[src/rtl/lspcPkg.sv]
package lspcPkg;

	// One 68000 data word
	typedef logic [15:0] hostWord_t;

	// Register word indices, 3C0000 up to 3C000E
	localparam logic [2:0] REG_VRAMADDR  = 3'd0;
	localparam logic [2:0] REG_VRAMDATA  = 3'd1;
	localparam logic [2:0] REG_VRAMMOD   = 3'd2;
	localparam logic [2:0] REG_LSPCMODE  = 3'd3;
	localparam logic [2:0] REG_TIMERHI   = 3'd4;
	localparam logic [2:0] REG_TIMERLO   = 3'd5;
	localparam logic [2:0] REG_IRQACK    = 3'd6;
	localparam logic [2:0] REG_TIMERSTOP = 3'd7;

	// Pixels per line
	localparam int H_TOTAL = 384;

	// Vertical range, 264 lines per frame
	localparam logic [8:0] V_FIRST = 9'h0F8;
	localparam logic [8:0] V_LAST  = 9'h1FF;

	// Active picture lies between these two lines
	localparam logic [8:0] V_BLANK_END   = 9'h110;
	localparam logic [8:0] V_BLANK_START = 9'h1F0;

	// Bits of the timer mode field
	localparam int TMODE_ON_WRITE  = 0;
	localparam int TMODE_ON_VBLANK = 1;
	localparam int TMODE_ON_ZERO   = 2;

	// Interrupt source vector, also the ack bit order
	localparam int IRQ_VBL   = 0;
	localparam int IRQ_TIMER = 1;
	localparam int IRQ_COLD  = 2;

endpackage

[src/rtl/videoCounter.sv]
`timescale 1ns/1ps

module videoCounter (
	input  logic       CLK_24M,
	input  logic       RESET,
	input  logic       pixelEnable,
	output logic [8:0] hCount,
	output logic [8:0] vCount,
	output logic       hsync,
	output logic       vsyncN,
	output logic       blank,
	output logic       vblankStart
);

	import lspcPkg::*;

	// Last pixel of the line
	logic lineEnd;

	assign lineEnd = (hCount == 9'(H_TOTAL - 1));

	// Raster position
	always_ff @(posedge CLK_24M or posedge RESET)
	begin
		if (RESET)
		begin
			hCount <= 9'd0;
			vCount <= V_FIRST;
			vblankStart <= 1'b0;
		end
		else
		begin
			// Pulse lines up with vCount reaching V_BLANK_START
			vblankStart <= pixelEnable && lineEnd && (vCount == V_BLANK_START - 9'd1);
			if (pixelEnable)
			begin
				if (lineEnd)
				begin
					hCount <= 9'd0;
					// Frame wraps back to F8
					if (vCount == V_LAST)
						vCount <= V_FIRST;
					else
						vCount <= vCount + 9'd1;
				end
				else
					hCount <= hCount + 9'd1;
			end
		end
	end

	// Sync and blank, registered one cycle behind the counters
	always_ff @(posedge CLK_24M or posedge RESET)
	begin
		if (RESET)
		begin
			hsync <= 1'b0;
			vsyncN <= 1'b1;
			blank <= 1'b0;
		end
		else
		begin
			hsync <= (hCount < 9'd29);
			// First 8 lines of the frame
			vsyncN <= !((vCount >= V_FIRST) && (vCount <= V_FIRST + 9'd7));
			// Vertical borders or right side of the line
			blank <= (vCount < V_BLANK_END) || (vCount >= V_BLANK_START) || (hCount >= 9'd320);
		end
	end

endmodule

[config.mk]
export PLATFORM = sky130hd
export DESIGN_NAME = videoCounter
export DESIGN_NICKNAME = d
export VERILOG_FILES = /design/src/rtl/lspcPkg.sv /design/src/rtl/videoCounter.sv
export SDC_FILE = /design/constraint.sdc
export NUM_CORES = 1
export LEC_CHECK = 0
export BUFFER_PORTS_ARGS = -buffer_cell sky130_fd_sc_hd__clkbuf_2
export CORE_ASPECT_RATIO = 0.8
export CORE_MARGIN = 3
export CORE_UTILIZATION = 57
export DETAILED_ROUTE_END_ITERATION = 8
export GPL_TIMING_DRIVEN = 0
export PLACE_DENSITY = 0.92
export SLEW_MARGIN = 20
export SYNTH_ARGS = -nofsm -noshare
export SYNTH_HDL_FRONTEND = slang
export SYNTH_SLANG_ARGS = --single-unit
[constraint.sdc]
create_clock -name CLK_24M -period 5.6 [get_ports CLK_24M]
set_input_delay 0.28 -clock CLK_24M [delete_from_list [all_inputs] [get_ports CLK_24M]]
set_output_delay 0.28 -clock CLK_24M [all_outputs]
set_load 0.05 [all_outputs]
==> results of run 1 <==
[cells in the final DEF (no fill, tap or decap), drive strengths merged]
cell    count
clkbuf     29
dfrtp      16
a21oi      11
inv         9
nand3       8
o21ai       7
nand2       6
nor2        6
ha          6
dfstp       6
nor4        4
and2        4
xnor2       3
and3        3
o22ai       2
nand4       2
xor2        2
nor3        2
a31oi       2
nand2b      1
or3b        1
buf         1
or3         1
o41ai       1
and4        1
o21a        1
nor2b       1
a22o        1
or2         1
nor3b       1
a31o        1
a21o        1
a41o        1
[power by group]
| part | internal, µW | leakage [µW] | total, µW | switching [µW] |
|---|---|---|---|---|
| logic | 30.8 | 0.000369 | 130 | 99.3 |
| registers | 177 | 0.000255 | 208 | 30.6 |
| clock network | 25.2 | 0.0000138 | 71.2 | 46.0 |
[registers in the layout (all words and copies together), names as in the netlist]
signal and flops:
hsync 1, vblankStart 1, hCount 9, vsyncN 1, blank 1, vCount 9
[cell families after synthesis]
group           after synthesis  synth area share (%)
compound gates               28                 14.59
xor+xnor                      5                 3.756
fa+ha+maj                     6                 6.438
buf+inv                      13                 4.828
flops                        22                 47.85
simple gates                 42                 22.53
[cell usage after synthesis (2+ instances only)]
master | instances | area (µm²)
o22ai_1 | 2 | 12.51
xor2_1 | 2 | 17.52
o21ai_0 | 4 | 20.02
clkbuf_1 | 3 | 11.26
nand2_1 | 6 | 22.52
and3_1 | 3 | 18.77
ha_1 | 6 | 75.07
dfrtp_1 | 16 | 400.4
and2_1 | 3 | 18.77
o21ai_1 | 3 | 15.01
inv_1 | 9 | 33.78
nor3_1 | 2 | 10.01
a31oi_1 | 2 | 12.51
a21oi_1 | 10 | 50.05
dfstp_2 | 6 | 157.7
xnor2_1 | 3 | 26.28
nor4_1 | 3 | 18.77
nor2_1 | 6 | 22.52
nand4_1 | 2 | 12.51
nand3_1 | 7 | 35.03
[per-layer routing]
layer / up-vias / track usage (%) / wire length, µm
li1: 463 / - / -
met1: 475 / 27.96 / 1076
met2: 38 / 35.94 / 1222
met3: 4 / 5.602 / 173
met4: 0 / 8.531 / 37
met5: - / 0 / 0
[final cells by class]
type                    count  area share, %
inverters                   9          2.538
flip-flops and latches     22          41.92
repair buffers             23          8.647
clock buffers               3          1.692
plain buffers               4          1.692
multi-input cells          81          41.45
well taps                  22          2.068
[path summary, 6_finish.rpt]
path | startpoint | to | slack, ns | cells past startpoint
max in group asynchronous | RESET | blank | 5.02 | 2
min in group CLK_24M | pixelEnable | hCount[1] | 0.33 | 3
worst max-delay path | vCount[4] | vCount[2] | 3.28 | 7
worst min-delay path | RESET | vCount[1] | 0.09 | 2
worst min register to register | hCount[6] | hCount[6] | 0.55 | 1
worst max register to register | vCount[4] | vCount[2] | 3.28 | 7
[stage by stage]
stage                     instance area, µm²  setup WS, ns  hold slack, ns  power, µW
after floorplan                         1166         3.439          0.2648      306.8
after global placement                  1309         3.435          0.4471      333.5
after detailed placement                1309         3.338          0.4557      339.7
after CTS                               1331         3.307          0.1157      409.5
after global routing                    1331         3.104          0.1445      428.8
final                                   1331         3.283         0.08728      408.9
[critical path: stages (launching register included)]
cell and delay [ns]:
dfstp_2 0.54, clkbuf_1 0.32, and4_1 0.32, and2_1 0.18
ha_1 0.32, inv_1 0.15, and2_4 0.18, a22o_1 0.20
==> results.py, run 1 <==
metrics = {
    "outcome": {
        "status": "finished, final reports clean",
    },
    "clock_tree": {
        "hold_buffers": 0,
        "cts-htree-levels": 1,
        "cts_num_sinks": 22,
        "cts_root_buf": "clkbuf_4",
        "clk_pin_slew_ns": 0.11,
        "post_cts_resized": 0,
        "clockBufferDepth": 2,
        "tritoncts": "built",
        "clock_latency_ns": 0.31,
        "post_cts.repair.setup_buffers": 0,
        "cts_buffers": 3,
    },
    "yosys": {
        "async_reset_ff_share_pct": 100.0,
        "synth-main-ff-cell": "dfrtp_1",
        "ys_warn_count": 0,
        "synth_nets": 125,
        "ys_seq_area_share_pct": 47.85,
        "syn_inst": 116,
        "synth_edf_count": 0,
        "synth_cell_types": 38,
        "synth.cell_area_um2": 1166,
        "ys_ff_latch": 22,
        "syn_avg_cell_area_um2": 10.05,
    },
    "global_routing": {
        "grt_max_degree": 23,
        "antenna_found_initial": 0,
        "grt-ovfl-total": 0,
        "track_usage_pct": 21.78,
        "first_global_vias": 897,
        "grt_pass1_wl_um": 4236,
    },
    "timing": {
        "post-route-period-util_pct": 41.37,
        "final_hold_viol_count": 0,
        "max_freq_mhz": 431.6,
        "setup_tns_ns": 0,
        "grt_setup_unrepaired": "no",
        "worstMarginPinSlew_ns": 0.8021,
        "slew_headroom_pct": 46.47,
        "fin_crit_ns": 2.317,
        "maxSlewViolCount": 0,
        "setup_viol": 0,
        "fin_skew_ns": 0.003324,
    },
    "route": {
        "ant_nets": 0,
        "drt_wl_total_um": 2510,
        "drt-pass1-iter-count": 4,
        "num_vias": 980,
        "wl_per_cell_um": 15.30,
        "drt_iter0_drc": 34,
        "drc": 0,
        "detail_route.vias_per_cell": 5.976,
    },
    "power_and_ir_drop": {
        "vdd_drop_max_mv": 0.4336,
        "cellLeakagePower_uw": 0.0006374,
        "p_per_area_nw_per_um2": 307.2,
    },
    "cells_and_area": {
        "syn_to_final_growth_pct": 14.16,
        "stdcell_count": 164,
        "fin_util_pct": 75.09,
        "multi_input_area_um2": 551.8,
        "drive_gt1_share_pct": 29.58,
        "diodes": 0,
        "seqCellArea_um2": 558.0,
        "nFillCells": 122,
        "nets": 153,
    },
    "placement": {
        "dpl.hpwl_um": 1898,
        "placed_cells": 161,
        "gp_congestion": 0.9335,
        "io_buffers": 23,
    },
    "die": {
        "die-area_um2": 2628,
        "die_h_um": 46.46,
        "die_w_um": 56.57,
        "core-area_um2": 1773,
        "ios": 25,
        "rows": 13,
        "start_util_pct": 65.77,
    },
    "job": {
        "cap_violations": 0,
    },
    "setup_path": {
        "critical_path_class": "flop to flop",
        "start_kind": "flop",
        "crit_arrival_ns": 2.53,
        "cp-end-kind": "flop",
        "crit_required_ns": 5.81,
        "worstPathMaxFanout": 9,
    },
    "hold_path": {
        "hp-class": "input port to async pin",
    },
}
Note: power is estimated with default switching activity, not from simulation.
==> run 2: changes to the inputs <==
Settings changed: CORE_UTILIZATION 57 to 47, PLACE_DENSITY 0.92 to 0.82.
Clock period 5.6 ns to 2 ns, I/O delays scaled along.
==> run 2 against run 1 <==
Hold slack better by 0.053 ns. Fmax up 21%. Cell count up 3.0%. Global-route usage down 4.0 points. First-iteration DRC count down 32%. Sequential share of layout area down 1.1 points. Critical path depth unchanged. Critical endpoint unchanged. Largest cell class is now multi-input gates. Highest routed layer unchanged.
==> results.py, run 2 (synthesis results as in run 1) <==
metrics = {
    "timing": {
        "setup_tns_ns": 0,
        "fin_skew_ns": 0.007146,
        "fin_crit_ns": 1.919,
        "final_hold_viol_count": 0,
        "max_freq_mhz": 521.1,
        "maxSlewViolCount": 0,
        "grt_setup_unrepaired": "no",
        "slew_headroom_pct": 45.93,
        "hold_ws_ns": 0.1403,
        "setup_viol": 0,
        "worstMarginPinSlew_ns": 0.8102,
        "post-route-period-util_pct": 95.96,
    },
    "die": {
        "core-area_um2": 2252,
        "die_w_um": 61.69,
        "ios": 25,
        "start_util_pct": 51.78,
        "die-area_um2": 3118,
        "die_h_um": 50.55,
        "rows": 15,
    },
    "clock_tree": {
        "cts-htree-levels": 1,
        "clk_pin_slew_ns": 0.12,
        "tritoncts": "built",
        "post_cts_resized": 0,
        "cts_buffers": 3,
        "cts_root_buf": "clkbuf_4",
        "clockBufferDepth": 2,
        "clock_latency_ns": 0.31,
        "cts_num_sinks": 22,
    },
    "power_and_ir_drop": {
        "vdd_drop_max_mv": 0.7516,
        "cellLeakagePower_uw": 0.0006448,
        "power.share.switching_pct": 42.19,
        "clkPwrFrac_pct": 17.9,
        "p_switching_uw": 482.1,
        "p_int_uw": 660.5,
        "p_per_area_nw_per_um2": 831.7,
        "power_frac_seq_pct": 50.6,
        "p_comb_share_pct": 31.4,
        "p_total_uw": 1143,
    },
    "setup_path": {
        "critical_path_class": "flop to flop",
        "cp-end-kind": "flop",
        "cp_top_family": "simple AND/OR/NAND/NOR gates",
        "start_kind": "flop",
        "crit_required_ns": 2.21,
        "crit_arrival_ns": 2.13,
        "worst_path_largest_cell_delay_ns": 0.55,
        "crit_chain": "clkbuf_8 > and4_1 > and2_1 > ha_4 > inv_1 > and2_4 > a22o_1",
        "worst-path-buf-inv": 2,
        "worstPathMaxFanout": 9,
        "slowest_stage": "dfstp_2",
    },
    "route": {
        "drt_iter0_drc": 23,
        "wl_per_cell_um": 14.40,
        "detail_route.vias_per_cell": 5.598,
        "ant_nets": 0,
        "drt_wl_total_um": 2434,
        "drt-pass1-iter-count": 4,
        "drc": 0,
        "num_vias": 946,
    },
    "placement": {
        "dpl.hpwl_um": 1831,
        "placed_area_um2": 1338,
        "gp_congestion": 0.8321,
        "io_buffers": 23,
    },
    "global_routing": {
        "grt_pass1_wl_um": 4119,
        "antenna_found_initial": 0,
        "first_global_vias": 904,
        "grt_max_degree": 23,
        "track_usage_pct": 17.77,
        "grt-ovfl-total": 0,
    },
    "cells_and_area": {
        "nets": 154,
        "nFillCells": 179,
        "final_common_cell": "clkbuf_2",
        "mostFrequentLayoutCells": "23 x clkbuf_2, 14 x dfrtp_1, 10 x a21oi_1",
        "design_area_um2": 1374,
        "syn_to_final_growth_pct": 17.81,
        "reg_top3": "hCount (9), vCount (9)",
        "diodes": 0,
        "fin_util_pct": 61.00,
        "drive_gt1_share_pct": 31.94,
    },
    "outcome": {
        "status": "finished, final reports clean",
    },
    "hold_path": {
        "hp-class": "input port to flop",
    },
    "job": {
        "cap_violations": 0,
    },
}
## run 2: cell types whose count changed in the layout (fill, tap and decap cells not counted)
cell,change
ha_1,-1
dfrtp_2,+2
dlygate4sd3_1,+1
dfrtp_1,-2
clkbuf_8,+1
ha_4,+1
## run 2: worst min-delay path, delay by kind of cell
family	cells	cell delay (ns)
simple gates	1	0.09
compound gates	1	0.06
buf+inv	1	0.16
## run 2: path summary, 6_finish.rpt
check	from	end	slack, ns	depth (start not counted)
max in group asynchronous	RESET	vCount[1]	0.98	3
max reg2reg	vCount[4]	vCount[2]	0.08	7
max	vCount[4]	vCount[2]	0.08	7
min	pixelEnable	hCount[1]	0.14	3
min in group asynchronous	RESET	hCount[0]	0.47	3
min reg2reg	hCount[6]	hCount[6]	0.55	1
## run 2: layer usage
| metal | vias up | GRT usage, % | part of all wire [%] |
|---|---|---|---|
| met2 | 23 | 28.40 | 50 |
| li1 | 471 | - | - |
| met1 | 447 | 22.98 | 45 |
| met5 | - | 0 | 0 |
| met3 | 5 | 5.656 | 4.3 |
| met4 | 0 | 4.594 | 0.94 |
## run 2: final cells by class
type,instances,area (µm²),area share [%]
Buffer,4,32.53,2.368
Clock buffer,4,26.28,1.913
Inverter,9,33.78,2.459
Multi-Input combinational cell,81,564.3,41.07
Sequential cell,22,560.5,40.80
Tap cell,25,31.28,2.277
Timing Repair Buffer,24,125.1,9.107
## run 2: metrics by stage
step	instances	worst slack [ns]
floorplan	116	0.01570
global placement	164	0.1458
detailed placement	164	0.1086
CTS	169	0.08859
global route	169	0.03065
finish	169	0.08086
## run 2: repair_timing
item	in CTS	in global routing
setup buffers	0	0
endpoints found under the hold margin	16	0
hold buffers	1	0
## run 2: power by group through the flow
stage	clock network (µW)	registers, µW	logic (µW)
final	205	579	359
after global placement	0	583	352
after detailed placement	0	589	358
after global routing	236	589	384
after CTS	217	578	363
after floorplan	0	754	105
==> run 3: changes to the inputs <==
Settings changed: RECOVER_POWER from default to 50.
==> run 3 against run 2 <==
Register-to-register slack about the same. Setup slack about the same. First-iteration DRC count stayed put. Sequential share of layout area grew 0.34 points. Sequential cell count stayed put. Non-clock buffer count unchanged. Core utilization decreased by 0.50 points. Clock skew about the same.
==> results.py, run 3 (synthesis results as in run 1) <==
metrics = {
    "clock_tree": {
        "hold_buffers": 1,
        "post_cts.repair.setup_buffers": 0,
        "clk_pin_slew_ns": 0.12,
        "post_cts_resized": 0,
        "cts_root_buf": "clkbuf_4",
        "clock_latency_ns": 0.31,
        "clockBufferDepth": 2,
        "cts_buffers": 3,
        "cts_num_sinks": 22,
        "cts-htree-levels": 1,
        "tritoncts": "built",
    },
    "setup_path": {
        "crit_path_start": "vCount[4]",
        "slowest_stage": "dfstp_2",
        "start_kind": "flop",
        "cp-end-kind": "flop",
        "crit_arrival_ns": 2.13,
        "worstPathMaxFanout": 9,
        "r2r_slack_ns": 0.08,
        "worst_path_largest_cell_delay_ns": 0.55,
        "crit_required_ns": 2.21,
        "critical_path_class": "flop to flop",
        "crit_chain": "clkbuf_8 > and4_1 > and2_1 > ha_4 > inv_1 > and2_4 > a22o_1",
        "rr_startpoint": "vCount[4]",
    },
    "route": {
        "ant_nets": 0,
        "num_vias": 946,
        "wl_per_cell_um": 14.44,
        "drt_iter0_drc": 23,
        "drt_wl_total_um": 2440,
        "detail_route.vias_per_cell": 5.598,
        "drt-pass1-iter-count": 4,
        "drc": 0,
    },
    "cells_and_area": {
        "design_area_um2": 1363,
        "mostFrequentLayoutCells": "14 x dfrtp_1, 14 x clkbuf_2, 12 x clkbuf_1",
        "nets": 154,
        "syn_to_final_growth_pct": 16.85,
        "reg_top3": "hCount (9), vCount (9)",
        "drive_gt1_share_pct": 25.69,
        "diodes": 0,
    },
    "outcome": {
        "status": "finished, final reports clean",
    },
    "placement": {
        "io_buffers": 23,
        "placed_area_um2": 1338,
        "dpl.hpwl_um": 1831,
        "gp_congestion": 0.8321,
    },
    "job": {
        "cap_violations": 0,
    },
    "die": {
        "die_h_um": 50.55,
        "die_w_um": 61.69,
        "core-area_um2": 2252,
        "rows": 15,
        "start_util_pct": 51.78,
        "die-area_um2": 3118,
        "ios": 25,
    },
    "global_routing": {
        "grt_max_degree": 23,
        "track_usage_pct": 17.77,
        "first_global_vias": 904,
        "antenna_found_initial": 0,
        "grt_pass1_wl_um": 4119,
        "grt-ovfl-total": 0,
    },
    "timing": {
        "post-route-period-util_pct": 95.96,
        "setup_viol": 0,
        "fin_skew_ns": 0.007106,
        "max_freq_mhz": 521.1,
        "grt_setup_unrepaired": "no",
        "fin_crit_ns": 1.919,
        "final_hold_viol_count": 0,
        "maxSlewViolCount": 0,
        "slew_headroom_pct": 45.92,
        "setup_tns_ns": 0,
        "worstMarginPinSlew_ns": 0.8103,
    },
    "power_and_ir_drop": {
        "cellLeakagePower_uw": 0.0006177,
        "vdd_drop_max_mv": 0.7511,
        "p_per_area_nw_per_um2": 837.1,
    },
    "hold_path": {
        "min_from": "pixelEnable",
        "hp-class": "input port to flop",
    },
}
-- run 3: metrics by stage --
stage	utilization, %	worst slack, ns	power (µW)	std cells	hold WS, ns
detailed placement	59.39	0.1086	947.0	164	0.2808
global route	60.50	0.03065	1207	169	0.1510
CTS	61.00	0.08859	1159	169	0.1234
global placement	59.39	0.1458	935.2	164	0.2664
floorplan	-	0.01570	858.9	116	0.08464
finish	60.50	0.08085	1141	169	0.1402
-- run 3: final timing paths --
check,cells past startpoint,endpoint
setup reg to reg,7,vCount[2]
max in group asynchronous,3,vCount[1]
min in group asynchronous,3,hCount[0]
hold / removal,3,hCount[1]
setup / recovery,7,vCount[2]
hold reg to reg,1,hCount[6]
-- run 3: worst max-delay path, delay by kind of cell, from the launching register on --
family,cells,cell delay [ns]
and+or+nand+nor,3,0.64
DFF,1,0.55
buffers and inverters,2,0.24
adders and majority gates,1,0.19
AOI/OAI and AO/OA,1,0.19
-- run 3: layout make-up --
class / instances / area, µm²
timing repair buffer: 24 / 113.9
buffer: 4 / 32.53
clock buffer: 4 / 26.28
sequential: 22 / 560.5
multi-input combinational: 81 / 564.3
inverter: 9 / 33.78
fill: 184 / 889.6
tap: 25 / 31.28
-- run 3: power by group --
part	internal (µW)	leakage [µW]	total (µW)	switching, µW
logic	84.8	0.000349	357	272
clock network	77.8	0.0000150	205	127
registers	496	0.000254	579	83.0
-- run 3: layer usage --
metal | share of wire [%] | GRT usage [%] | routed length, µm
met1 | 45 | 22.98 | 1094
met5 | 0 | 0 | 0
met2 | 50 | 28.40 | 1216
met4 | 0.94 | 4.594 | 23
met3 | 4.3 | 5.656 | 106
